## src/design/board_pkg.sv

```systemverilog
/* Board package for the side-channel evaluation target
   Pad counts, pin map, engine constants and the pad and JTAG bus structs */

`default_nettype none

package board_pkg;

  ////////////////////////////////////////////////////////////////////////////
  // Pad counts
  ////////////////////////////////////////////////////////////////////////////

  parameter int NMioPads = 23;
  parameter int NDioPads = 4;

  // MIO pin map
  parameter int MioDataLsb     = 0;
  parameter int MioStart       = 8;
  parameter int MioTrigReq     = 9;
  parameter int MioResultLsb   = 10;
  parameter int MioTrigger     = 18;
  parameter int MioResultValid = 19;
  parameter int MioJtagEn      = 20;
  parameter int MioTrst        = 21;
  parameter int MioSrst        = 22;

  // DIO pin map, serial port or JTAG when strapped
  parameter int DioSck = 0;
  parameter int DioCsb = 1;
  parameter int DioSdi = 2;
  parameter int DioSdo = 3;

  // Engine
  parameter int NumRounds = 8;
  parameter int DataW     = 8;

  ////////////////////////////////////////////////////////////////////////////
  // Bus structs
  ////////////////////////////////////////////////////////////////////////////

  // Drive request toward the pads
  typedef struct packed {
    logic [NMioPads-1:0] out;
    logic [NMioPads-1:0] oe;
  } mio_drive_t;

  typedef struct packed {
    logic [NDioPads-1:0] out;
    logic [NDioPads-1:0] oe;
  } dio_drive_t;

  // JTAG port as seen by the core, resets active low
  typedef struct packed {
    logic tck;
    logic tms;
    logic tdi;
    logic trst_n;
    logic srst_n;
  } jtag_t;

endpackage : board_pkg

`default_nettype wire

```

## src/design/jtag_overlay_mux.sv

```systemverilog
/* JTAG overlay mux
   Turns the four serial pads into a JTAG port while the strap pin is high */

`timescale 1ns/1ps
`default_nettype none

module jtag_overlay_mux (
  // Pad ring side, inputs
  input  logic [board_pkg::NMioPads-1:0] mio_in_i,
  input  logic [board_pkg::NDioPads-1:0] dio_in_i,
  // Core side, drive requests and JTAG return
  input  board_pkg::mio_drive_t          mio_drive_i,
  input  board_pkg::dio_drive_t          dio_drive_i,
  input  logic                           tdo_i,
  // Toward the pad ring
  output board_pkg::mio_drive_t          mio_drive_o,
  output board_pkg::dio_drive_t          dio_drive_o,
  // Toward the core
  output logic [board_pkg::NMioPads-1:0] mio_in_o,
  output logic [board_pkg::NDioPads-1:0] dio_in_o,
  output board_pkg::jtag_t               jtag_o
);

  // Core-side DIO inputs in JTAG mode, csb is active low so it idles high
  localparam logic [board_pkg::NDioPads-1:0] DioTieOff =
      board_pkg::NDioPads'(1) << board_pkg::DioCsb;

  logic jtag_en;

  assign jtag_en = mio_in_i[board_pkg::MioJtagEn];

  ////////////////////////////////////////////////////////////////////////////
  // Outward path
  ////////////////////////////////////////////////////////////////////////////

  // MIO drive passes through, only the SDO pad is taken over for TDO
  assign mio_drive_o = mio_drive_i;

  always_comb begin
    dio_drive_o = dio_drive_i;
    if (jtag_en) begin
      dio_drive_o.out[board_pkg::DioSdo] = tdo_i;
      dio_drive_o.oe[board_pkg::DioSdo]  = 1'b1;
    end
  end

  ////////////////////////////////////////////////////////////////////////////
  // Inward path
  ////////////////////////////////////////////////////////////////////////////

  // Strap, trst and srst still reach the core
  assign mio_in_o = mio_in_i;
  assign dio_in_o = jtag_en ? DioTieOff : dio_in_i;

  always_comb begin
    if (jtag_en) begin
      jtag_o.tck    = dio_in_i[board_pkg::DioSck];
      jtag_o.tms    = dio_in_i[board_pkg::DioCsb];
      jtag_o.tdi    = dio_in_i[board_pkg::DioSdi];
      jtag_o.trst_n = mio_in_i[board_pkg::MioTrst];
      jtag_o.srst_n = mio_in_i[board_pkg::MioSrst];
    end else begin
      // Port parked, both resets released
      jtag_o.tck    = 1'b0;
      jtag_o.tms    = 1'b0;
      jtag_o.tdi    = 1'b0;
      jtag_o.trst_n = 1'b1;
      jtag_o.srst_n = 1'b1;
    end
  end

endmodule : jtag_overlay_mux

`default_nettype wire

```

## config.mk

```make
export PLATFORM = sky130hd
export DESIGN_NAME = jtag_overlay_mux
export DESIGN_NICKNAME = d
export VERILOG_FILES = /design/src/design/board_pkg.sv /design/src/design/jtag_overlay_mux.sv
export SDC_FILE = /design/constraint.sdc
export NUM_CORES = 1
export LEC_CHECK = 0
export BUFFER_PORTS_ARGS = -buffer_cell sky130_fd_sc_hd__buf_2
export CAP_MARGIN = 20
export CORE_AREA = 2 2 66 68
export DETAILED_ROUTE_END_ITERATION = 6
export DIE_AREA = 0 0 68 70
export PLACE_DENSITY = 0.65
export SYNTH_ARGS = -nofsm -noshare
export SYNTH_HDL_FRONTEND = slang
export SYNTH_SLANG_ARGS = --single-unit
```

## constraint.sdc

```tcl
create_clock -name vclk -period 0.8
set_clock_uncertainty 0.1 [all_clocks]
set_input_delay 0.04 -clock vclk [all_inputs]
set_output_delay 0.04 -clock vclk [all_outputs]
set_load 0.01 [all_outputs]
```

==> run_results.csv, run 1 <==
group,metric,value,unit
run_status,status,"complete, but fails checks",
run_status,violations,"hold timing",
drt,route.detailed.drc,0,
timing,relSlewSlack,90.0,%
die,fp.dieArea,4760,um^2
timing,setup_ws,0.0204,ns
critical_path,worstPathMaxFanout,1,
grt,grt_pass1_vias,527,
grt,grt_max_degree,6,
power_and_ir_drop,p_leak,0.451,nW
place,portBuffers,24,
synth,synth_common_cells,"buf_4 (75), and2_1 (3), nor2b_1 (3), nand2b_1 (2), or2_1 (2)",
synth,synthSimpleGateAreaFrac,9.65,%
critical_path,crit_start,"mio_drive_i[28]",
critical_path,critPathLaunchType,"input pin",
drt,first_pass_iters,2,
final_layout,drive_gt1_share,25.7,%
timing,slew_violations,0,
critical_path,crit_path_end_kind,"output port",
final_layout,n_clock_buffer,0,
timing,worst_pin_slew,0.149,ns
timing,hold_viol,1,
final_layout,final_util,25.0,%
synth,syn_inst,87,
critical_path,critical_path.top_delay_family,"buffers and inverters",
timing,setup_viol,0,
grt,grt-ovfl-total,0,
synth,synthAdderAreaFrac,0,%
critical_path,crit_type,"input pin to output port",
drt,drt_wl_total,2.22,mm
final_layout,stdcell_area,1040,um^2
grt,grt_first_pass_wirelength,2.67,mm
timing,layout_min_cycle_time,0.780,ns
drt,via_count,556,
critical_path,cp_slowest_cell,"dlygate4sd3_1",
final_layout,nets,193,
die,core-area,4140,um^2
final_layout,n_antenna_cell,0,
worst_hold_path,holdCritStartpoint,"mio_in_i[15]",
final_layout,nFlopsAndLatches,0,
synth,synth_top_area_share,86.9,%
place,placed_cell_area,279,um^2
cts,cts_hold_buf,71,
synth,avgSynthCellArea,7.45,um^2
critical_path,crit_chain,"dlygate4sd3_1",
drt,ant_nets,0,
synth,syn-num-nets,169,
synth,ys_types,7,
final_layout,seq_area,0,um^2
final_layout,area_growth,60.0,%
synth,netlist_area,648,um^2
synth,synth_xor_area_share,0,%
power_and_ir_drop,vdd_drop_max,0.131,mV
place,dp_slack,-0.0155,ns
synth,synth-compound-area-share,0,%
synth,netlist.top_cell.by_area,"buf_4",
timing,period_share,97.4,%
drt,avgRoutedWirePerCell,13.8,um
final_layout,n_fill_cell,445,
critical_path,critPathMaxStageDelay,0.60,ns
place,place_congestion,0.499,
timing,rsz0062_at_grt,"no",
critical_path,cp_data_arrival_time,0.64,ns
synth,ys_seq_area_share,0,%
timing,holdWs,-0.0198,ns
grt,grt_antenna_before_repair,2,
drt,drtIter0Drc,7,
synth,synth_top_family_by_area,"buffers and inverters",
synth,yosys-top-cells-area,"buf_4 (87%), and2_1 (2.9%), nor2b_1 (2.9%)",
die,num_rows,24,
worst_hold_path,hold_class,"input pin to output port",
drt,drt-vias-per-instance,3.45,
synth,yosysWarnings,0,
place,hpwlAfterDp,1.25,mm
final_layout,multi_input_area,73.8,um^2
die,num_io_pins,168,
die,initial_core_util,15.6,%
die,die_w,68,um
job,cap_violations,0,
synth,synthMuxAreaShare,1.74,%
timing,fmax,1280,MHz
power_and_ir_drop,pwr_density_cell,534,nW/um^2
grt,grt_usage,7.58,%
critical_path,crit_buf_inv,1,
critical_path,worstPathRequired,0.66,ns
synth,synth_most_common_cell,"buf_4",
die,die_h,70,um
[layer usage]
metal  global-route usage (%)  vias to the layer above  share of wire [%]  wire length, um
met4                     1.11                        4                1.5               34
met1                     6.05                      218                 25              553
met2                     15.1                       96                 51             1140
met3                     4.51                        6                 21              465
li1                         -                      232                  -                -
met5                        0                        -                1.2               27
[stage by stage]
step                instances  total power [W]  setup TNS [ns]
floorplan                  87         0.000435               0
global placement           88         0.000126        -0.00363
detailed placement         88         0.000127         -0.0155
CTS                       161         0.000554               0
global route              161         0.000590               0
finish                    161         0.000554               0
[final cells by class]
class | instances | area share [%]
multi-input cells | 11 | 7.12
repair buffers | 98 | 86.6
well taps | 52 | 6.27
[cells in the final DEF, fill, tap and decap left out]
cell	n
nand2b_1	2
mux2_2	1
buf_16	1
buf_6	2
nor2b_1	3
or2_1	2
buf_4	1
buf_12	1
dlygate4sd3_1	71
buf_2	22
and2_1	3
[what timing repair did]
item	4_1_cts	5_1_grt
gates cloned	1	0
hold endpoints to repair	72	1
buffers inserted	1	0
gates resized for setup	3	1
pin swaps	0	1
endpoints found under the setup margin	1	1
[where the power goes]
group	switching [W]	total (W)	internal [W]
Sequential	0	0	0
Combinational	0.000227	0.000554	0.000327
Clock	0	0	0
[worst paths after layout]
kind	end	slack, ns	cells after the start
max	mio_drive_o[28]	0.02	1
min	mio_in_o[15]	-0.02	0
[kinds of logic after synthesis]
logic type / after synthesis
AND/OR/NAND/NOR: 10
multiplexers: 1
buffers and inverters: 76
Note: power is estimated with default switching activity, not from simulation.
==> run 2, diff against run 1 <==
PLACE_DENSITY = 0.68   (was 0.65)
==> run 2 against run 1 <==
Effect of this change:
- the flow now finishes without violations
- via count is 3.6% lower
- hold slack better by 0.19 ns
- critical path type unchanged
- highest routed layer is now met3
- global-route usage is 0.93 points lower
- critical path depth stayed put
- fmax is 0.69% lower
- cell area is 3.6% lower
- combinational power is 3.6% lower
- setup slack worse by 0.0054 ns
- cell count stayed put
- utilization is 0.91 points lower
==> run_results.csv, run 2 (synthesis gave the netlist of run 1 again) <==
group,metric,value,unit
run_status,status,"complete, no violations",
drt,drt_wl_total,1.99,mm
drt,drt-vias-per-instance,3.33,
job,cap_violations,0,
drt,dr.max_layer_used,"met3",
worst_hold_path,hold_depth,2,
critical_path,critPathMaxStageDelay,0.60,ns
timing,hold_viol,0,
final_layout,seq_area,0,um^2
drt,via_count,536,
grt,grt_max_degree,7,
grt,grt_pass1_vias,499,
critical_path,worstPathRequired,0.66,ns
place,placed_cell_area,274,um^2
power_and_ir_drop,finalPower,0.000534,W
power_and_ir_drop,pwr_density_cell,534,nW/um^2
cts,cts_setup_buffers,0,
final_layout,layout_commonest_cell,"dlygate4sd3_1",
drt,wl_met1,517,um
timing,period_share,98.1,%
worst_hold_path,holdCritStartpoint,"mio_in_i[22]",
timing,setup_viol,0,
timing,setup_ws,0.0150,ns
final_layout,nets,193,
final_layout,drive_gt1_share,24.8,%
critical_path,cp_data_arrival_time,0.64,ns
timing,relSlewSlack,89.6,%
place,place_congestion,0.527,
worst_hold_path,hold_class,"input pin to output port",
die,core-area,4140,um^2
timing,rsz0062_at_grt,"no",
grt,grt-ovfl-total,0,
final_layout,stdcell_area,1000,um^2
place,dp_cells,89,
drt,route.detailed.drc,0,
drt,wl_met3,291,um
grt,grt_first_pass_wirelength,2.46,mm
place,portBuffers,24,
drt,ant_nets,0,
power_and_ir_drop,p_leak,0.443,nW
die,die_w,68,um
place,dp_slack,-0.00513,ns
critical_path,critical_path.top_delay_family,"buffers and inverters",
power_and_ir_drop,vdd_drop_max,0.163,mV
die,fp.dieArea,4760,um^2
timing,fmax,1270,MHz
critical_path,crit_chain,"dlygate4sd3_1",
final_layout,area_growth,54.2,%
final_layout,mostFrequentLayoutCells,"dlygate4sd3_1 (71), buf_2 (23), and2_1 (3), nor2b_1 (3), buf_4 (3)",
drt,first_pass_iters,4,
drt,dr_wl_met2,1.18,mm
final_layout,n_antenna_cell,0,
critical_path,worstPathMaxFanout,1,
final_layout,n_fill_cell,447,
drt,avgRoutedWirePerCell,12.4,um
final_layout,final_cells,161,
timing,worst_pin_slew,0.156,ns
grt,grt_antenna_before_repair,0,
place,hpwlAfterDp,1.09,mm
die,num_rows,24,
drt,drtIter0Drc,4,
timing,layout_min_cycle_time,0.785,ns
final_layout,nFlopsAndLatches,0,
critical_path,cp_slowest_cell,"dlygate4sd3_1",
die,initial_core_util,15.6,%
die,num_io_pins,168,
critical_path,crit_path_end_kind,"output port",
worst_hold_path,hold-path-endpoint,"mio_in_o[22]",
grt,grt_usage,6.64,%
die,die_h,70,um
critical_path,critPathLaunchType,"input pin",
timing,slew_violations,0,
final_layout,n_clock_buffer,0,
critical_path,crit_type,"input pin to output port",
critical_path,crit_buf_inv,1,
-- run 2: final cells by class --
cell class                      count  area [um^2]  area share (%)
Tap cell                           52         65.1            6.51
Timing Repair Buffer               98          861            86.1
Multi-Input combinational cell     11         73.8            7.38
-- run 2: power by group --
part / total (W) / internal [W] / switching, W
combinational: 0.000534 / 0.000307 / 0.000227
sequential: 0 / 0 / 0
clock: 0 / 0 / 0
-- run 2: worst max path at each step --
stage	start	to	slack, ns	cells past startpoint
3_3_place_gp	mio_in_i[20]	dio_drive_o[7]	0.008	3
6_report	mio_drive_i[21]	mio_drive_o[21]	0.02	1
3_5_place_dp	mio_in_i[20]	dio_drive_o[7]	-0.005	3
5_1_grt	mio_in_i[15]	mio_in_o[15]	0.0004	1
4_1_cts	mio_in_i[18]	mio_in_o[18]	0.02	1
2_1_floorplan	mio_in_i[20]	dio_drive_o[3]	0.26	2
-- run 2: what timing repair did --
action	4_1_cts	5_1_grt
hold endpoints to repair	72	0
endpoints found under the setup margin	1	1
resized for setup	1	1
hold buffers	72	0
-- run 2: routing by layer --
layer,track usage [%],vias up
li1,-,230
met1,5.86,211
met2,15.0,95
met3,1.13,0
met4,0,0
met5,0,-
-- run 2: metrics by stage --
step                TNS [ns]  hold WS (ns)  utilization (%)
finish                     0         0.175             24.1
global route               0         0.191             24.1
CTS                        0         0.176             24.1
detailed placement  -0.00513       -0.0199             6.61
global placement           0       -0.0199             6.61
floorplan                  0        0.0718                -
==> run 3, diff against run 2 <==
CELL_PAD_IN_SITES_DETAIL_PLACEMENT = 0   (was default)
CELL_PAD_IN_SITES_GLOBAL_PLACEMENT = 1   (was default)
CORE_AREA = default   (was 2 2 66 68)
CORE_UTILIZATION = 10   (was default)
DIE_AREA = default   (was 0 0 68 70)
PLACE_DENSITY = 0.81   (was 0.68)
==> run 3 against run 2 <==
Effect of this change:
- hold slack improved by 0.019 ns
- power grew 3.5%
- critical path depth is the same
- utilization down 6.6 points
- count of clock-buffer cells in the layout unchanged
- via count grew 3.2%
- cell area up 6.6%
- cell count grew 14%
- setup slack better by 0.0080 ns
- flip-flop and latch count unchanged
- critical endpoint is now mio_drive_o[2]
==> run_results.csv, run 3 (synthesis gave the netlist of run 1 again) <==
group,metric,value,unit
power_and_ir_drop,pwr_density_cell,518,nW/um^2
critical_path,crit_path_end_kind,"output port",
worst_hold_path,hold_class,"input pin to output port",
critical_path,crit_chain,"dlygate4sd3_1",
final_layout,drive_gt1_share,24.8,%
critical_path,cp_slowest_cell,"dlygate4sd3_1",
drt,drt-vias-per-instance,3.01,
die,core-area,6100,um^2
place,place_congestion,0.514,
critical_path,worstPathRequired,0.66,ns
final_layout,nFlopsAndLatches,0,
grt,grt_usage,3.60,%
power_and_ir_drop,swShare,41.2,%
drt,via_count,553,
final_layout,nets,193,
final_layout,seq_area,0,um^2
drt,drtIter0Drc,2,
drt,route.detailed.drc,0,
timing,layout_min_cycle_time,0.777,ns
timing,worst_pin_slew,0.145,ns
critical_path,endpoint,"mio_drive_o[2]",
die,num_io_pins,168,
place,portBuffers,24,
critical_path,crit_buf_inv,1,
critical_path,critPathLaunchType,"input pin",
final_layout,area_growth,64.5,%
final_layout,n_clock_buffer,0,
timing,slew_violations,0,
power_and_ir_drop,power_switching,0.000228,W
die,num_rows,28,
power_and_ir_drop,power_frac_clock,0,%
timing,setup_viol,0,
drt,avgRoutedWirePerCell,10.4,um
power_and_ir_drop,combPwrFrac,100.0,%
final_layout,layout_commonest_cell,"dlygate4sd3_1",
timing,relSlewSlack,90.3,%
grt,grt_pass1_vias,440,
power_and_ir_drop,vdd_drop_max,0.175,mV
die,die_h,82.5,um
grt,grt-ovfl-total,0,
critical_path,critPathMaxStageDelay,0.60,ns
die,die_w,82.5,um
drt,first_pass_iters,2,
power_and_ir_drop,intPower,0.000325,W
die,initial_core_util,10.6,%
critical_path,cp_data_arrival_time,0.64,ns
power_and_ir_drop,p_leak,0.450,nW
timing,holdWs,0.193,ns
grt,grt_first_pass_wirelength,1.92,mm
run_status,status,"complete, no violations",
critical_path,worstPathMaxFanout,1,
final_layout,n_antenna_cell,0,
final_layout,mostFrequentLayoutCells,"dlygate4sd3_1 (72), buf_2 (22), and2_1 (3), nor2b_1 (3)",
grt,grt_max_degree,12,
grt,grt_antenna_before_repair,0,
die,fp.dieArea,6810,um^2
final_layout,n_fill_cell,690,
drt,ant_nets,0,
critical_path,crit_start,"mio_drive_i[2]",
power_and_ir_drop,pwr-share-seq,0,%
cts,cts_setup_buffers,0,
timing,fmax,1290,MHz
place,placed_cell_area,308,um^2
critical_path,cp.depth,1,
final_layout,stdcell_area,1070,um^2
critical_path,critical_path.top_delay_family,"buffers and inverters",
timing,hold_viol,0,
timing,rsz0062_at_grt,"no",
job,cap_violations,0,
drt,drt_wl_total,1.92,mm
timing,period_share,97.1,%
place,hpwlAfterDp,948,um
final_layout,multi_input_area,73.8,um^2
critical_path,crit_type,"input pin to output port",
run 3: cell count changes in the layout (fill, tap and decap cells not counted), sizes merged:
cell and change:
buf -1, clkbuf +1, dlygate4sd3 +1, dlymetal6s4s -1
run 3: per-layer routing:
layer	part of all wire (%)	track usage, %	wire (um)
met2	60	8.51	1150
met3	11	0.220	208
met4	0	0	0
met5	0	0	0
met1	29	3.38	561
run 3: cell type report:
type / count / share of cell area (%)
Timing Repair Buffer: 98 / 84.3
Tap cell: 75 / 8.80
Multi-Input combinational cell: 11 / 6.92
run 3: how the worst min path moves through the flow:
| stage | start | end | slack, ns | cells after the start |
|---|---|---|---|---|
| after floorplan | dio_drive_i[0] | dio_drive_o[0] | 0.07 | 1 |
| after global routing | mio_in_i[21] | mio_in_o[21] | 0.21 | 2 |
| after CTS | mio_in_i[21] | mio_in_o[21] | 0.19 | 2 |
| final | mio_in_i[21] | mio_in_o[21] | 0.19 | 2 |
| after global placement | mio_drive_i[10] | mio_drive_o[10] | -0.02 | 0 |
| after detailed placement | mio_drive_i[10] | mio_drive_o[10] | -0.02 | 0 |
run 3: repair_timing:
item                       CTS  global route
pin swaps                    1             1
hold buffers                72             0
setup endpoints to repair    1             2
hold endpoints to repair    72             0
gates cloned                 0             1
resized for setup            1             3
run 3: per-stage QoR:
| stage | setup slack [ns] | total power [W] | std cells | TNS [ns] | util (%) |
|---|---|---|---|---|---|
| floorplan | 0.257 | 0.000435 | 87 | 0 | - |
| global placement | -0.00272 | 0.000129 | 111 | -0.00272 | 5.05 |
| detailed placement | -0.00872 | 0.000131 | 111 | -0.00872 | 5.05 |
| CTS | 0.00489 | 0.000538 | 183 | 0 | 17.0 |
| global route | 0.00564 | 0.000599 | 184 | 0 | 17.5 |
| finish | 0.0230 | 0.000552 | 184 | 0 | 17.5 |
run 3: power by group through the flow:
stage / registers (W) / clock network (W) / logic (W)
final: 0 / 0 / 0.000552
after global routing: 0 / 0 / 0.000599
after CTS: 0 / 0 / 0.000538
after detailed placement: 0 / 0 / 0.000131
after global placement: 0 / 0 / 0.000129
after floorplan: 0 / 0 / 0.000435
