File: src/design/board_pkg.sv
/* Board package for the side-channel evaluation target
   Pad counts, pin map, engine constants and the pad and JTAG bus structs */

`default_nettype none

package board_pkg;

  ////////////////////////////////////////////////////////////////////////////
  // Pad counts
  ////////////////////////////////////////////////////////////////////////////

  parameter int NMioPads = 23;
  parameter int NDioPads = 4;

  // MIO pin map
  parameter int MioDataLsb     = 0;
  parameter int MioStart       = 8;
  parameter int MioTrigReq     = 9;
  parameter int MioResultLsb   = 10;
  parameter int MioTrigger     = 18;
  parameter int MioResultValid = 19;
  parameter int MioJtagEn      = 20;
  parameter int MioTrst        = 21;
  parameter int MioSrst        = 22;

  // DIO pin map, serial port or JTAG when strapped
  parameter int DioSck = 0;
  parameter int DioCsb = 1;
  parameter int DioSdi = 2;
  parameter int DioSdo = 3;

  // Engine
  parameter int NumRounds = 8;
  parameter int DataW     = 8;

  ////////////////////////////////////////////////////////////////////////////
  // Bus structs
  ////////////////////////////////////////////////////////////////////////////

  // Drive request toward the pads
  typedef struct packed {
    logic [NMioPads-1:0] out;
    logic [NMioPads-1:0] oe;
  } mio_drive_t;

  typedef struct packed {
    logic [NDioPads-1:0] out;
    logic [NDioPads-1:0] oe;
  } dio_drive_t;

  // JTAG port as seen by the core, resets active low
  typedef struct packed {
    logic tck;
    logic tms;
    logic tdi;
    logic trst_n;
    logic srst_n;
  } jtag_t;

endpackage : board_pkg

`default_nettype wire

File: src/design/key_loader.sv
/* Serial key loader
   Shifts a key byte in on rising serial clock edges and the old key out */

`timescale 1ns/1ps
`default_nettype none

module key_loader (
  input  logic                       clk_i,
  input  logic                       rst_n_i,
  input  logic                       sck_i,
  input  logic                       csb_i,
  input  logic                       sdi_i,
  output logic                       sdo_o,
  output logic                       sdo_oe_o,
  output logic [board_pkg::DataW-1:0] key_o
);

  localparam int W = board_pkg::DataW;

  logic         sck_q;
  logic         shift_en;
  logic [W-1:0] key_q;

  // Rising serial clock, only while selected
  assign shift_en = sck_i & ~sck_q & ~csb_i;

  always_ff @(posedge clk_i or negedge rst_n_i) begin
    if (!rst_n_i) begin
      sck_q <= 1'b0;
    end else begin
      sck_q <= sck_i;
    end
  end

  // MSB first out, new bit into the LSB
  always_ff @(posedge clk_i or negedge rst_n_i) begin
    if (!rst_n_i) begin
      key_q <= '0;
    end else if (shift_en) begin
      key_q <= {key_q[W-2:0], sdi_i};
    end
  end

  assign sdo_o    = key_q[W-1];
  assign sdo_oe_o = ~csb_i;
  assign key_o    = key_q;

endmodule : key_loader

`default_nettype wire

File: src/design/round_engine.sv
/* Round engine
   Toy eight-round keyed permutation of one byte, one round per clock */

`timescale 1ns/1ps
`default_nettype none

module round_engine (
  input  logic                        clk_i,
  input  logic                        rst_n_i,
  input  logic                        start_i,
  input  logic [board_pkg::DataW-1:0] data_i,
  input  logic [board_pkg::DataW-1:0] key_i,
  output logic                        busy_o,
  output logic                        done_o,
  output logic [board_pkg::DataW-1:0] result_o
);

  localparam int W    = board_pkg::DataW;
  localparam int RndW = $clog2(board_pkg::NumRounds);

  logic            busy_q;
  logic [RndW-1:0] rnd_q;
  logic [W-1:0]    state_q, key_q, result_q;
  logic [W-1:0]    next_state;
  logic            accept;
  logic            last_round;

  // Starts while busy are dropped
  assign accept     = start_i & ~busy_q;
  assign last_round = busy_q & (rnd_q == RndW'(board_pkg::NumRounds - 1));

  // Rotate left, then mix in key and round number
  assign next_state = {state_q[W-2:0], state_q[W-1]} ^ key_q ^ W'(rnd_q);

  always_ff @(posedge clk_i or negedge rst_n_i) begin
    if (!rst_n_i) begin
      busy_q <= 1'b0;
      rnd_q  <= '0;
    end else if (accept) begin
      busy_q <= 1'b1;
      rnd_q  <= '0;
    end else if (busy_q) begin
      busy_q <= ~last_round;
      rnd_q  <= rnd_q + 1'b1;
    end
  end

  // Datapath
  always_ff @(posedge clk_i) begin
    if (accept) begin
      state_q <= data_i;
      key_q   <= key_i;
    end else if (busy_q) begin
      state_q <= next_state;
    end
  end

  // Loads on the edge that drops busy
  always_ff @(posedge clk_i or negedge rst_n_i) begin
    if (!rst_n_i) begin
      result_q <= '0;
    end else if (last_round) begin
      result_q <= next_state;
    end
  end

  assign busy_o   = busy_q;
  assign done_o   = last_round;
  assign result_o = result_q;

endmodule : round_engine

`default_nettype wire

File: src/design/sca_core.sv
/* Evaluation core
   Pin decode, start detect, result pins, JTAG bypass and capture trigger gating */

`timescale 1ns/1ps
`default_nettype none

module sca_core (
  input  logic                           clk_i,
  input  logic                           rst_n_i,
  input  logic [board_pkg::NMioPads-1:0] mio_in_i,
  input  logic [board_pkg::NDioPads-1:0] dio_in_i,
  input  board_pkg::jtag_t               jtag_i,
  output board_pkg::mio_drive_t          mio_drive_o,
  output board_pkg::dio_drive_t          dio_drive_o,
  output logic                           tdo_o
);

  localparam int W = board_pkg::DataW;

  logic         start_q, start_pulse;
  logic         busy, done;
  logic         result_valid_q;
  logic         trigger;
  logic [W-1:0] key, result;
  logic         sdo, sdo_oe;
  logic         tck_q, bypass_q;

  ////////////////////////////////////////////////////////////////////////////
  // Engine and key
  ////////////////////////////////////////////////////////////////////////////

  assign start_pulse = mio_in_i[board_pkg::MioStart] & ~start_q;

  key_loader u_key_loader (
    .clk_i    (clk_i),
    .rst_n_i  (rst_n_i),
    .sck_i    (dio_in_i[board_pkg::DioSck]),
    .csb_i    (dio_in_i[board_pkg::DioCsb]),
    .sdi_i    (dio_in_i[board_pkg::DioSdi]),
    .sdo_o    (sdo),
    .sdo_oe_o (sdo_oe),
    .key_o    (key)
  );

  round_engine u_round_engine (
    .clk_i    (clk_i),
    .rst_n_i  (rst_n_i),
    .start_i  (start_pulse),
    .data_i   (mio_in_i[board_pkg::MioDataLsb +: W]),
    .key_i    (key),
    .busy_o   (busy),
    .done_o   (done),
    .result_o (result)
  );

  always_ff @(posedge clk_i or negedge rst_n_i) begin
    if (!rst_n_i) begin
      start_q        <= 1'b0;
      result_valid_q <= 1'b0;
    end else begin
      start_q <= mio_in_i[board_pkg::MioStart];
      if (start_pulse && !busy) begin
        result_valid_q <= 1'b0;
      end else if (done) begin
        result_valid_q <= 1'b1;
      end
    end
  end

  // Capture trigger only while rounds are actually running
  assign trigger = mio_in_i[board_pkg::MioTrigReq] & busy;

  ////////////////////////////////////////////////////////////////////////////
  // JTAG bypass register
  ////////////////////////////////////////////////////////////////////////////

  always_ff @(posedge clk_i or negedge rst_n_i) begin
    if (!rst_n_i) begin
      tck_q    <= 1'b0;
      bypass_q <= 1'b0;
    end else begin
      tck_q <= jtag_i.tck;
      if (!jtag_i.trst_n) begin
        bypass_q <= 1'b0;
      end else if (jtag_i.tck && !tck_q) begin
        bypass_q <= jtag_i.tdi;
      end
    end
  end

  assign tdo_o = bypass_q;

  // Pin drive, outputs enabled for result, trigger and result-valid
  always_comb begin
    mio_drive_o = '0;
    mio_drive_o.out[board_pkg::MioResultLsb +: W]  = result;
    mio_drive_o.out[board_pkg::MioTrigger]         = trigger;
    mio_drive_o.out[board_pkg::MioResultValid]     = result_valid_q;
    mio_drive_o.oe[board_pkg::MioResultLsb +: W]   = '1;
    mio_drive_o.oe[board_pkg::MioTrigger]          = 1'b1;
    mio_drive_o.oe[board_pkg::MioResultValid]      = 1'b1;
    dio_drive_o = '0;
    dio_drive_o.out[board_pkg::DioSdo] = sdo;
    dio_drive_o.oe[board_pkg::DioSdo]  = sdo_oe;
  end

endmodule : sca_core

`default_nettype wire

File: config.mk
export PLATFORM = sky130hd
export DESIGN_NAME = sca_core
export DESIGN_NICKNAME = d
export VERILOG_FILES = /design/src/design/board_pkg.sv /design/src/design/key_loader.sv /design/src/design/round_engine.sv /design/src/design/sca_core.sv
export SDC_FILE = /design/constraint.sdc
export NUM_CORES = 1
export LEC_CHECK = 0
export BUFFER_PORTS_ARGS = -buffer_cell sky130_fd_sc_hd__buf_2
export CAP_MARGIN = 10
export CELL_PAD_IN_SITES_DETAIL_PLACEMENT = 1
export CELL_PAD_IN_SITES_GLOBAL_PLACEMENT = 2
export CORE_MARGIN = 2
export CORE_UTILIZATION = 29
export CTS_CLUSTER_DIAMETER = 30
export DETAILED_ROUTE_END_ITERATION = 8
export PLACE_DENSITY = 0.86
export SYNTH_ARGS = -nofsm -noshare
export SYNTH_HDL_FRONTEND = slang
export SYNTH_SLANG_ARGS = --single-unit
File: constraint.sdc
create_clock -name clk_i -period 1.9 [get_ports clk_i]
set_input_delay 0.285 -clock clk_i [delete_from_list [all_inputs] [get_ports clk_i]]
set_output_delay 0.285 -clock clk_i [all_outputs]
set_load 0.01 [all_outputs]
==> impl_metrics.py, run 1 <==
metrics = {
    "worst_setup_path": {
        "worstSetupPathType": "reg -> reg",
        "cp_max_fo": 4,
        "worst_setup_path_end_kind": "flop",
        "reg2reg_depth": 4,
        "cp.depth": 4,
        "path_cells": "ha_1, ha_1, nand2_1, mux2_2",
        "reg2reg_from": "u_round_engine.rnd_q[0]$_DFFE_PN0P_",
        "slowest_delay_ps": 420,
        "critPathBufInv": 0,
        "worstSetupStartpoint": "u_round_engine.rnd_q[0]$_DFFE_PN0P_",
        "worstPathArrival_ps": 1700,
        "cp_slowest_cell": "dfrtp_1",
        "cpLargestDelayFamily": "adder cells",
        "ff2ff_setup_slack_ps": 380,
        "path_common_cell": "ha_1",
        "cp.required_ps": 2080,
        "start_kind": "flop",
    },
    "die": {
        "die_area_mm2": 0.00762,
        "die_x_um": 87.3,
        "core_mm2": 0.00676,
        "std_cell_rows": 30,
        "pin_count": 89,
        "fp.dieH_um": 87.3,
        "start_util_pct": 29.8,
    },
    "min_path": {
        "min_path_type": "in -> reg",
        "whs_path_depth": 1,
        "hp-start": "dio_in_i[0]",
    },
    "timing": {
        "fmax_mhz": 659,
        "fin_hold_ws_ps": 108,
        "maxSlewHeadroom_pct": 62.1,
        "grt_setup_unrepaired": "no",
        "worstMarginPinSlew_ps": 568,
        "finalCritPeriodShare_pct": 79.9,
        "setup_viol": 0,
        "drv_slew": 0,
        "finalClockSkew_ps": 8.28,
        "layout_min_cycle_time_ps": 1520,
        "setup_tns_ps": 0,
        "hold_violations": 0,
    },
    "synthesis": {
        "ys_top_cells_by_count": "buf_4 (46), dfrtp_1 (25), edfxtp_1 (16)",
        "yosysSeqAreaShare_pct": 55.0,
        "avgSynthCellArea_um2": 12.7,
        "async_flop_share_pct": 61.0,
        "yosysTopAreaCellShare_pct": 31.1,
        "synth_edf_count": 16,
        "ys_ff_latch": 41,
        "synth.most_common_cell": "buf_4",
        "yosysUniqueCellTypes": 22,
        "synth_warnings": 0,
        "synth_area_leaders": "dfrtp_1 (31%), edfxtp_1 (24%), buf_4 (17%)",
        "syn_area_mm2": 0.00201,
        "synthCells": 158,
        "synth_area_leader_cell": "dfrtp_1",
        "synthFlopType": "dfrtp_1",
    },
    "global_route": {
        "grt_antenna_before_repair": 0,
        "grt_overflow": 0,
        "track_usage_pct": 8.64,
        "grt_pass1_vias": 1022,
        "grt_first_pass_wirelength_um": 4910,
        "grt_start_max_net_pins": 26,
    },
    "route": {
        "firstDrtPassIters": 4,
        "via_per_inst": 3.89,
        "ant_nets": 0,
        "wl_per_cell_um": 11.4,
        "drt_iter0_drc": 40,
        "routed_wl_um": 3070,
        "drc": 0,
        "vias": 1049,
    },
    "cells_and_area": {
        "diodes": 0,
        "final_area_mm2": 0.00215,
        "fillers": 742,
        "fin_nets": 226,
        "area_growth_pct": 7.16,
        "final_core_util_pct": 31.9,
        "final_layout_size_suffix_gt1_share_pct": 32.1,
    },
    "outcome": {
        "status": "completed",
    },
    "job": {
        "drv_cap": 0,
    },
    "clocking": {
        "clock_path_buffers": 2,
        "path_clk_slew_ps": 70,
        "cts.hold.buffers_added": 1,
        "root_buffer": "clkbuf_8",
        "worstSkewPairLatency_ps": 290,
        "numCtsBuffers": 5,
        "post_cts_buffers": 0,
        "tritoncts": "done",
        "ctsResizeCount": 0,
        "cts_sinks": 41,
        "cts-htree-levels": 2,
    },
    "placement": {
        "gp_congestion": 0.671,
        "placed_area_mm2": 0.00205,
        "dpl.hpwl_um": 2370,
        "io_buffers": 30,
    },
    "power": {
        "powerDensity_mw_per_mm2": 1430,
        "leakagePower_nw": 1.01,
        "power_mw": 3.08,
        "ir_worst_vdd_mv": 0.303,
    },
}
worst paths after layout:
path,end
worst max-delay path,u_round_engine.result_o[1]$_DFFE_PN0P_
worst min-delay path,u_key_loader.sck_q$_DFF_PN0_
worst max register to register,u_round_engine.result_o[1]$_DFFE_PN0P_
worst min register to register,u_round_engine.key_q[7]$_DFFE_PP_
max in group asynchronous,u_key_loader.key_o[7]$_DFFE_PN0P_
min in group asynchronous,u_round_engine.result_o[4]$_DFFE_PN0P_
through the flow:
stage,std cells,setup slack (ps)
2_1_floorplan,198,275
3_3_place_gp,261,421
3_5_place_dp,261,378
4_1_cts,270,369
5_1_grt,270,319
6_report,270,382
placed cells by master (no fill, tap or decap):
| cell | n |
|---|---|
| xnor2_1 | 11 |
| o21ai_0 | 5 |
| buf_2 | 30 |
| and2_2 | 1 |
| dlygate4sd3_1 | 1 |
| conb_1 | 42 |
| nand2_1 | 6 |
| a22o_2 | 3 |
| dfrtp_1 | 25 |
| nor3b_2 | 1 |
| edfxtp_1 | 16 |
| a21oi_1 | 7 |
| mux2_2 | 12 |
| inv_1 | 4 |
| or3b_4 | 1 |
| nor2_1 | 5 |
| ha_1 | 3 |
| clkbuf_8 | 6 |
| clkbuf_1 | 1 |
| nor2b_1 | 1 |
| mux2_4 | 3 |
| buf_4 | 3 |
| clkinvlp_4 | 1 |
| nand2b_1 | 1 |
| mux2i_1 | 1 |
worst register-to-register path, delay by kind of cell, from the launching register on:
kind / cells / cell delay, ps
simple gates: 1 / 190
mux: 1 / 360
flops: 1 / 420
fa+ha+maj: 2 / 440
state kept, by name (all words and copies together), names as in the netlist:
name	cells
result_valid_q	1
start_q	1
tck_q	1
tdo_o	1
u_key_loader.key_o	8
u_key_loader.sck_q	1
u_round_engine.busy_o	1
u_round_engine.key_q	8
u_round_engine.result_o	8
u_round_engine.rnd_q	3
u_round_engine.state_q	8
report_power, final:
part / switching (mW) / internal [mW]
Combinational: 0.457 / 0.536
Clock: 0.292 / 0.295
Sequential: 0.180 / 1.32
routing by layer:
metal,track usage (%),routed length [µm]
met1,10.2,1220
met4,5.87,101
met5,0,0
met3,1.52,166
met2,14.3,1580
cell type report:
cell class	instances	area, µm²	area share (%)
well taps	80	100	4.65
inverters	4	15.0	0.697
multi-input cells	103	657	30.5
clock inverters	1	7.51	0.348
repair buffers	34	183	8.48
clock buffers	7	86.3	4.01
flip-flops and latches	41	1110	51.3
cells by family (layout without fill, tap and decap cells):
| group | count (synthesis) | count (layout) | share of synthesized area, % |
|---|---|---|---|
| compound gates | 15 | 15 | 4.48 |
| xor+xnor | 11 | 11 | 4.79 |
| fa+ha+maj | 3 | 3 | 1.87 |
| buf+inv | 54 | 46 | 19.8 |
| flops | 41 | 41 | 55.0 |
| mux | 16 | 16 | 9.46 |
| other cells | 2 | 42 | 0.374 |
| simple gates | 16 | 16 | 4.23 |
Power figures use the tool's default switching activity.
==> inputs of run 2 (changes only) <==
==> constraint.sdc (replaced) <==
create_clock -name clk_i -period 1.4 [get_ports clk_i]
set_input_delay 0.21 -clock clk_i [delete_from_list [all_inputs] [get_ports clk_i]]
set_output_delay 0.21 -clock clk_i [all_outputs]
set_load 0.01 [all_outputs]
==> run 2 against run 1 <==
Effect of this change:
- the flow now finishes with violations (setup timing)
- global-route usage up 0.91 points
- non-clock buffer count up 10
- design area up 6.1%
- combinational power up 60%
- setup slack worse by 440 ps
- critical path depth down 2
- clock skew up 0.69 ps
- cell count up 3.7%
- core utilization up 1.9 points
- via count up 3.7%
- wire length up 11%
==> impl_metrics.py, run 2 (synthesized netlist as in run 1, its figures left out) <==
metrics = {
    "cells_and_area": {
        "fillers": 744,
        "final_cell_mix": "conb_1 (42), buf_2 (30), dfrtp_1 (25)",
        "final_core_util_pct": 33.8,
        "regArea_mm2": 0.00111,
        "final_area_mm2": 0.00229,
        "final_layout_size_suffix_gt1_share_pct": 41.0,
        "fin_nets": 236,
        "multi_input_area_um2": 706,
        "diodes": 0,
        "layout_commonest_cell": "conb_1",
        "area_growth_pct": 13.7,
    },
    "worst_setup_path": {
        "cp.required_ps": 1450,
        "start_kind": "flop",
        "reg2reg_from": "start_q$_DFF_PN0_",
        "worstPathArrival_ps": 1500,
        "cp_max_fo": 6,
        "worstSetupStartpoint": "start_q$_DFF_PN0_",
        "worst_setup_path_end_kind": "flop",
        "crit_end": "u_round_engine.state_q[2]$_DFFE_PP_",
        "ff2ff_setup_slack_ps": -50,
        "worstSetupPathType": "reg -> reg",
        "reg2reg_depth": 2,
        "r2r-end": "u_round_engine.state_q[2]$_DFFE_PP_",
    },
    "global_route": {
        "grt_first_pass_wirelength_um": 5520,
        "track_usage_pct": 9.55,
        "grt_pass1_vias": 1099,
        "grt_antenna_before_repair": 0,
        "grt_overflow": 0,
        "grt_start_max_net_pins": 26,
    },
    "route": {
        "wl_per_cell_um": 12.2,
        "drt_iter0_drc": 46,
        "firstDrtPassIters": 4,
        "via_per_inst": 3.89,
        "routed.top_layer": "met4",
        "drc": 0,
        "wl_met3_um": 187,
        "vias": 1088,
        "drt-met1-wl_um": 1390,
        "ant_nets": 0,
        "wl_met2_um": 1770,
        "routed_wl_um": 3400,
    },
    "die": {
        "std_cell_rows": 30,
        "die_x_um": 87.3,
        "core_mm2": 0.00676,
        "start_util_pct": 29.8,
        "die_area_mm2": 0.00762,
        "fp.dieH_um": 87.3,
        "pin_count": 89,
    },
    "clocking": {
        "root_buffer": "clkbuf_8",
        "cts-htree-levels": 2,
        "tritoncts": "done",
        "cts_sinks": 41,
        "clock_path_buffers": 2,
        "path_clk_slew_ps": 80,
        "worstSkewPairLatency_ps": 290,
        "numCtsBuffers": 5,
    },
    "placement": {
        "placed_area_mm2": 0.00211,
        "io_buffers": 30,
        "dpl.hpwl_um": 2530,
        "gp_congestion": 0.709,
    },
    "timing": {
        "fmax_mhz": 688,
        "grt_setup_unrepaired": "yes",
        "worstMarginPinSlew_ps": 573,
        "setup_viol": 8,
        "fin_hold_ws_ps": 24.7,
        "hold_violations": 0,
        "layout_min_cycle_time_ps": 1450,
        "fin_ws_ps": -54.3,
        "finalCritPeriodShare_pct": 104,
        "finalClockSkew_ps": 8.97,
        "maxSlewHeadroom_pct": 61.8,
        "drv_slew": 0,
    },
    "power": {
        "powerDensity_mw_per_mm2": 1910,
        "ir_worst_vdd_mv": 0.397,
        "leakagePower_nw": 1.06,
    },
    "job": {
        "drv_cap": 0,
    },
    "outcome": {
        "violations": "setup timing",
        "status": "complete, but fails checks",
    },
    "min_path": {
        "min_path_type": "in -> reg",
    },
}
-- run 2: changes by cell type in the layout (fill, tap and decap cells not counted), moves of 3 or more --
cell     change
buf_4        +7
nor2_1       -4
a21oi_2      +3
nor2_4       +3
a21oi_1      -3
-- run 2: stage by stage --
step,TNS (ps),setup WS (ps),power (mW),std cells
2_1_floorplan,-1640,-126,3.16,198
3_3_place_gp,-384,-80.8,3.46,268
3_5_place_dp,-534,-95.4,3.57,268
4_1_cts,-394,-65.8,4.38,279
5_1_grt,-639,-91.1,4.68,280
6_report,-252,-54.3,4.37,280
-- run 2: worst min-delay path by stage --
| stage | slack [ps] | cells after the start | end | startpoint |
|---|---|---|---|---|
| finish | 20 | 1 | u_key_loader.sck_q$_DFF_PN0_ | dio_in_i[0] |
| global placement | 230 | 1 | result_valid_q$_DFFE_PN0P_ | rst_n_i |
| CTS | 20 | 1 | u_key_loader.sck_q$_DFF_PN0_ | dio_in_i[0] |
| global route | 20 | 1 | u_key_loader.sck_q$_DFF_PN0_ | dio_in_i[0] |
| floorplan | -90 | 0 | result_valid_q$_DFFE_PN0P_ | rst_n_i |
| detailed placement | 250 | 1 | u_round_engine.busy_o$_DFF_PN0_ | rst_n_i |
-- run 2: routing by layer --
metal / vias up / GRT usage (%)
met1: 526 / 10.6
met5: - / 0
met4: 0 / 3.78
met3: 6 / 2.94
li1: 518 / -
met2: 38 / 16.9
-- run 2: layout make-up --
class,instances,share of cell area (%)
clock buffer,6,3.17
clock inverter,2,0.438
inverter,4,0.821
multi-input combinational,103,30.9
sequential,41,48.4
tap,80,4.38
timing repair buffer,44,11.9
-- run 2: power breakdown --
| group | internal [mW] | switching, mW | total (mW) |
|---|---|---|---|
| clock | 0.346 | 0.406 | 0.752 |
| combinational | 0.864 | 0.727 | 1.59 |
| sequential | 1.79 | 0.238 | 2.03 |
| total | 3.00 | 1.37 | 4.37 |
-- run 2: what timing repair did --
action | in CTS | in global routing
hold buffers | 1 | 0
buffers inserted | 2 | 1
gates resized for setup | 11 | 7
endpoints found under the setup margin | 10 | 24
gates cloned | 0 | 0
pin swaps | 2 | 1
endpoints found under the hold margin | 25 | 0
-- run 2: worst max-delay path: stages, from the launching register on --
cell	delay (ps)
dfrtp_1	380
or3b_4	490
mux2_4	330
==> inputs of run 3 (changes only) <==
--- a/config.mk
+++ b/config.mk
@@ -9,11 +9,11 @@
 export CAP_MARGIN = 10
 export CELL_PAD_IN_SITES_DETAIL_PLACEMENT = 1
 export CELL_PAD_IN_SITES_GLOBAL_PLACEMENT = 2
-export CORE_MARGIN = 2
 export CORE_UTILIZATION = 29
 export CTS_CLUSTER_DIAMETER = 30
 export DETAILED_ROUTE_END_ITERATION = 8
 export PLACE_DENSITY = 0.86
+export REMOVE_ABC_BUFFERS = 1
 export SYNTH_ARGS = -nofsm -noshare
 export SYNTH_HDL_FRONTEND = slang
 export SYNTH_SLANG_ARGS = --single-unit
==> run 3 against run 2 <==
Effect of this change:
- the flow still finishes with violations (setup timing)
- via count is 0.46% lower
- power hardly changed
- global-route usage is essentially flat
- wire length shrank 4.8%
- sequential share of layout area shrank 0.39 points
- worst hold slack improved by 6.5 ps
- fmax up 1.3%
- first-iteration DRC count is 35% lower
- clock-buffer cell count decreased by 1
==> impl_metrics.py, run 3 (synthesized netlist as in run 1, its figures left out) <==
metrics = {
    "route": {
        "drc": 0,
        "firstDrtPassIters": 3,
        "ant_nets": 0,
        "drt_iter0_drc": 30,
        "routed_wl_um": 3240,
        "vias": 1083,
        "wl_per_cell_um": 11.7,
        "via_per_inst": 3.90,
    },
    "timing": {
        "finalCritPeriodShare_pct": 103,
        "maxSlewHeadroom_pct": 61.5,
        "setup_viol": 5,
        "hold_violations": 0,
        "worstMarginPinSlew_ps": 577,
        "grt_setup_unrepaired": "yes",
        "fmax_mhz": 697,
        "fin_ws_ps": -35.5,
        "setup_tns_ps": -110,
        "layout_min_cycle_time_ps": 1440,
        "finalClockSkew_ps": 7.62,
        "drv_slew": 0,
    },
    "cells_and_area": {
        "fillers": 743,
        "layout_commonest_cell": "conb_1",
        "area_growth_pct": 14.6,
        "final_area_mm2": 0.00230,
        "final_core_util_pct": 35.3,
        "fin_nets": 237,
        "diodes": 0,
        "final_layout_size_suffix_gt1_share_pct": 41.3,
        "final_cell_mix": "conb_1 (42), buf_2 (30), dfrtp_1 (25)",
    },
    "clocking": {
        "root_buffer": "clkbuf_8",
        "cts_sinks": 41,
        "tritoncts": "done",
        "path_clk_slew_ps": 80,
        "clock_path_buffers": 2,
        "numCtsBuffers": 5,
        "worstSkewPairLatency_ps": 290,
        "cts-htree-levels": 2,
    },
    "die": {
        "core_mm2": 0.00653,
        "start_util_pct": 30.8,
        "std_cell_rows": 29,
        "die_x_um": 85.3,
        "pin_count": 89,
        "die_area_mm2": 0.00727,
        "fp.dieH_um": 85.3,
    },
    "outcome": {
        "violations": "setup timing",
        "status": "complete, but fails checks",
    },
    "worst_setup_path": {
        "critPathBufInv": 0,
        "cpLargestDelayFamily": "simple AND/OR/NAND/NOR gates",
        "worst_setup_path_end_kind": "flop",
        "slowest_delay_ps": 480,
        "path_cells": "or3b_4, mux2_4",
        "worstSetupPathType": "reg -> reg",
        "cp_slowest_cell": "or3b_4",
        "start_kind": "flop",
        "worstPathArrival_ps": 1480,
        "cp_max_fo": 6,
        "cp.required_ps": 1450,
    },
    "power": {
        "powerDensity_mw_per_mm2": 1900,
        "power_mw": 4.37,
        "leakagePower_nw": 1.08,
        "ir_worst_vdd_mv": 0.545,
    },
    "global_route": {
        "grt_overflow": 0,
        "track_usage_pct": 9.58,
        "grt_first_pass_wirelength_um": 5250,
        "grt_start_max_net_pins": 26,
        "grt_antenna_before_repair": 0,
        "grt_pass1_vias": 1058,
    },
    "min_path": {
        "min_path_type": "in -> reg",
    },
    "placement": {
        "io_buffers": 30,
        "gp_congestion": 0.719,
        "dpl.hpwl_um": 2410,
        "placed_area_mm2": 0.00213,
    },
    "job": {
        "drv_cap": 0,
    },
}
-- run 3: cell type report --
| class | count | area, µm² | share of cell area [%] |
|---|---|---|---|
| clock buffers | 5 | 68.8 | 2.99 |
| clock inverters | 3 | 17.5 | 0.760 |
| inverters | 4 | 15.0 | 0.651 |
| multi-input cells | 103 | 716 | 31.1 |
| flip-flops and latches | 41 | 1110 | 48.0 |
| well taps | 77 | 96.3 | 4.18 |
| repair buffers | 45 | 285 | 12.4 |
-- run 3: report_power, final --
part | leakage [nW] | internal (mW) | switching, mW
combinational | 0.579 | 0.881 | 0.713
sequential | 0.461 | 1.79 | 0.238
clock | 0.0439 | 0.344 | 0.403
total | 1.08 | 3.01 | 1.35
-- run 3: per-layer routing --
layer	global-route usage, %	up-vias	routed length (µm)
li1	-	519	-
met2	15.7	44	1640
met3	3.50	6	203
met1	11.4	514	1340
met4	4.09	0	55
met5	0	-	0
-- run 3: what timing repair did --
action	4_1_cts	5_1_grt
pin swaps	1	1
gates resized for setup	11	6
hold endpoints to repair	25	0
hold buffers	1	0
buffers inserted	1	1
setup endpoints to repair	16	20
-- run 3: worst paths after layout --
check | depth (start not counted) | to | slack, ps | start
min in group asynchronous | 2 | u_key_loader.key_o[0]$_DFFE_PN0P_ | 430 | rst_n_i
max reg2reg | 2 | u_round_engine.state_q[2]$_DFFE_PP_ | -40 | start_q$_DFF_PN0_
max in group asynchronous | 2 | u_round_engine.busy_o$_DFF_PN0_ | 580 | rst_n_i
min | 1 | tck_q$_DFF_PN0_ | 30 | jtag_i[4]
max | 2 | u_round_engine.state_q[2]$_DFFE_PP_ | -40 | start_q$_DFF_PN0_
min reg2reg | 0 | u_round_engine.key_q[1]$_DFFE_PP_ | 480 | u_key_loader.key_o[1]$_DFFE_PN0P_
-- run 3: metrics by stage --
stage                     hold WS (ps)  setup slack (ps)  std cells
after global placement             241             -54.3        267
final                             31.2             -35.5        278
after floorplan                  -85.6              -111        148
after global routing              15.9             -68.7        278
after detailed placement           258             -67.2        267
after CTS                         17.2             -34.2        277
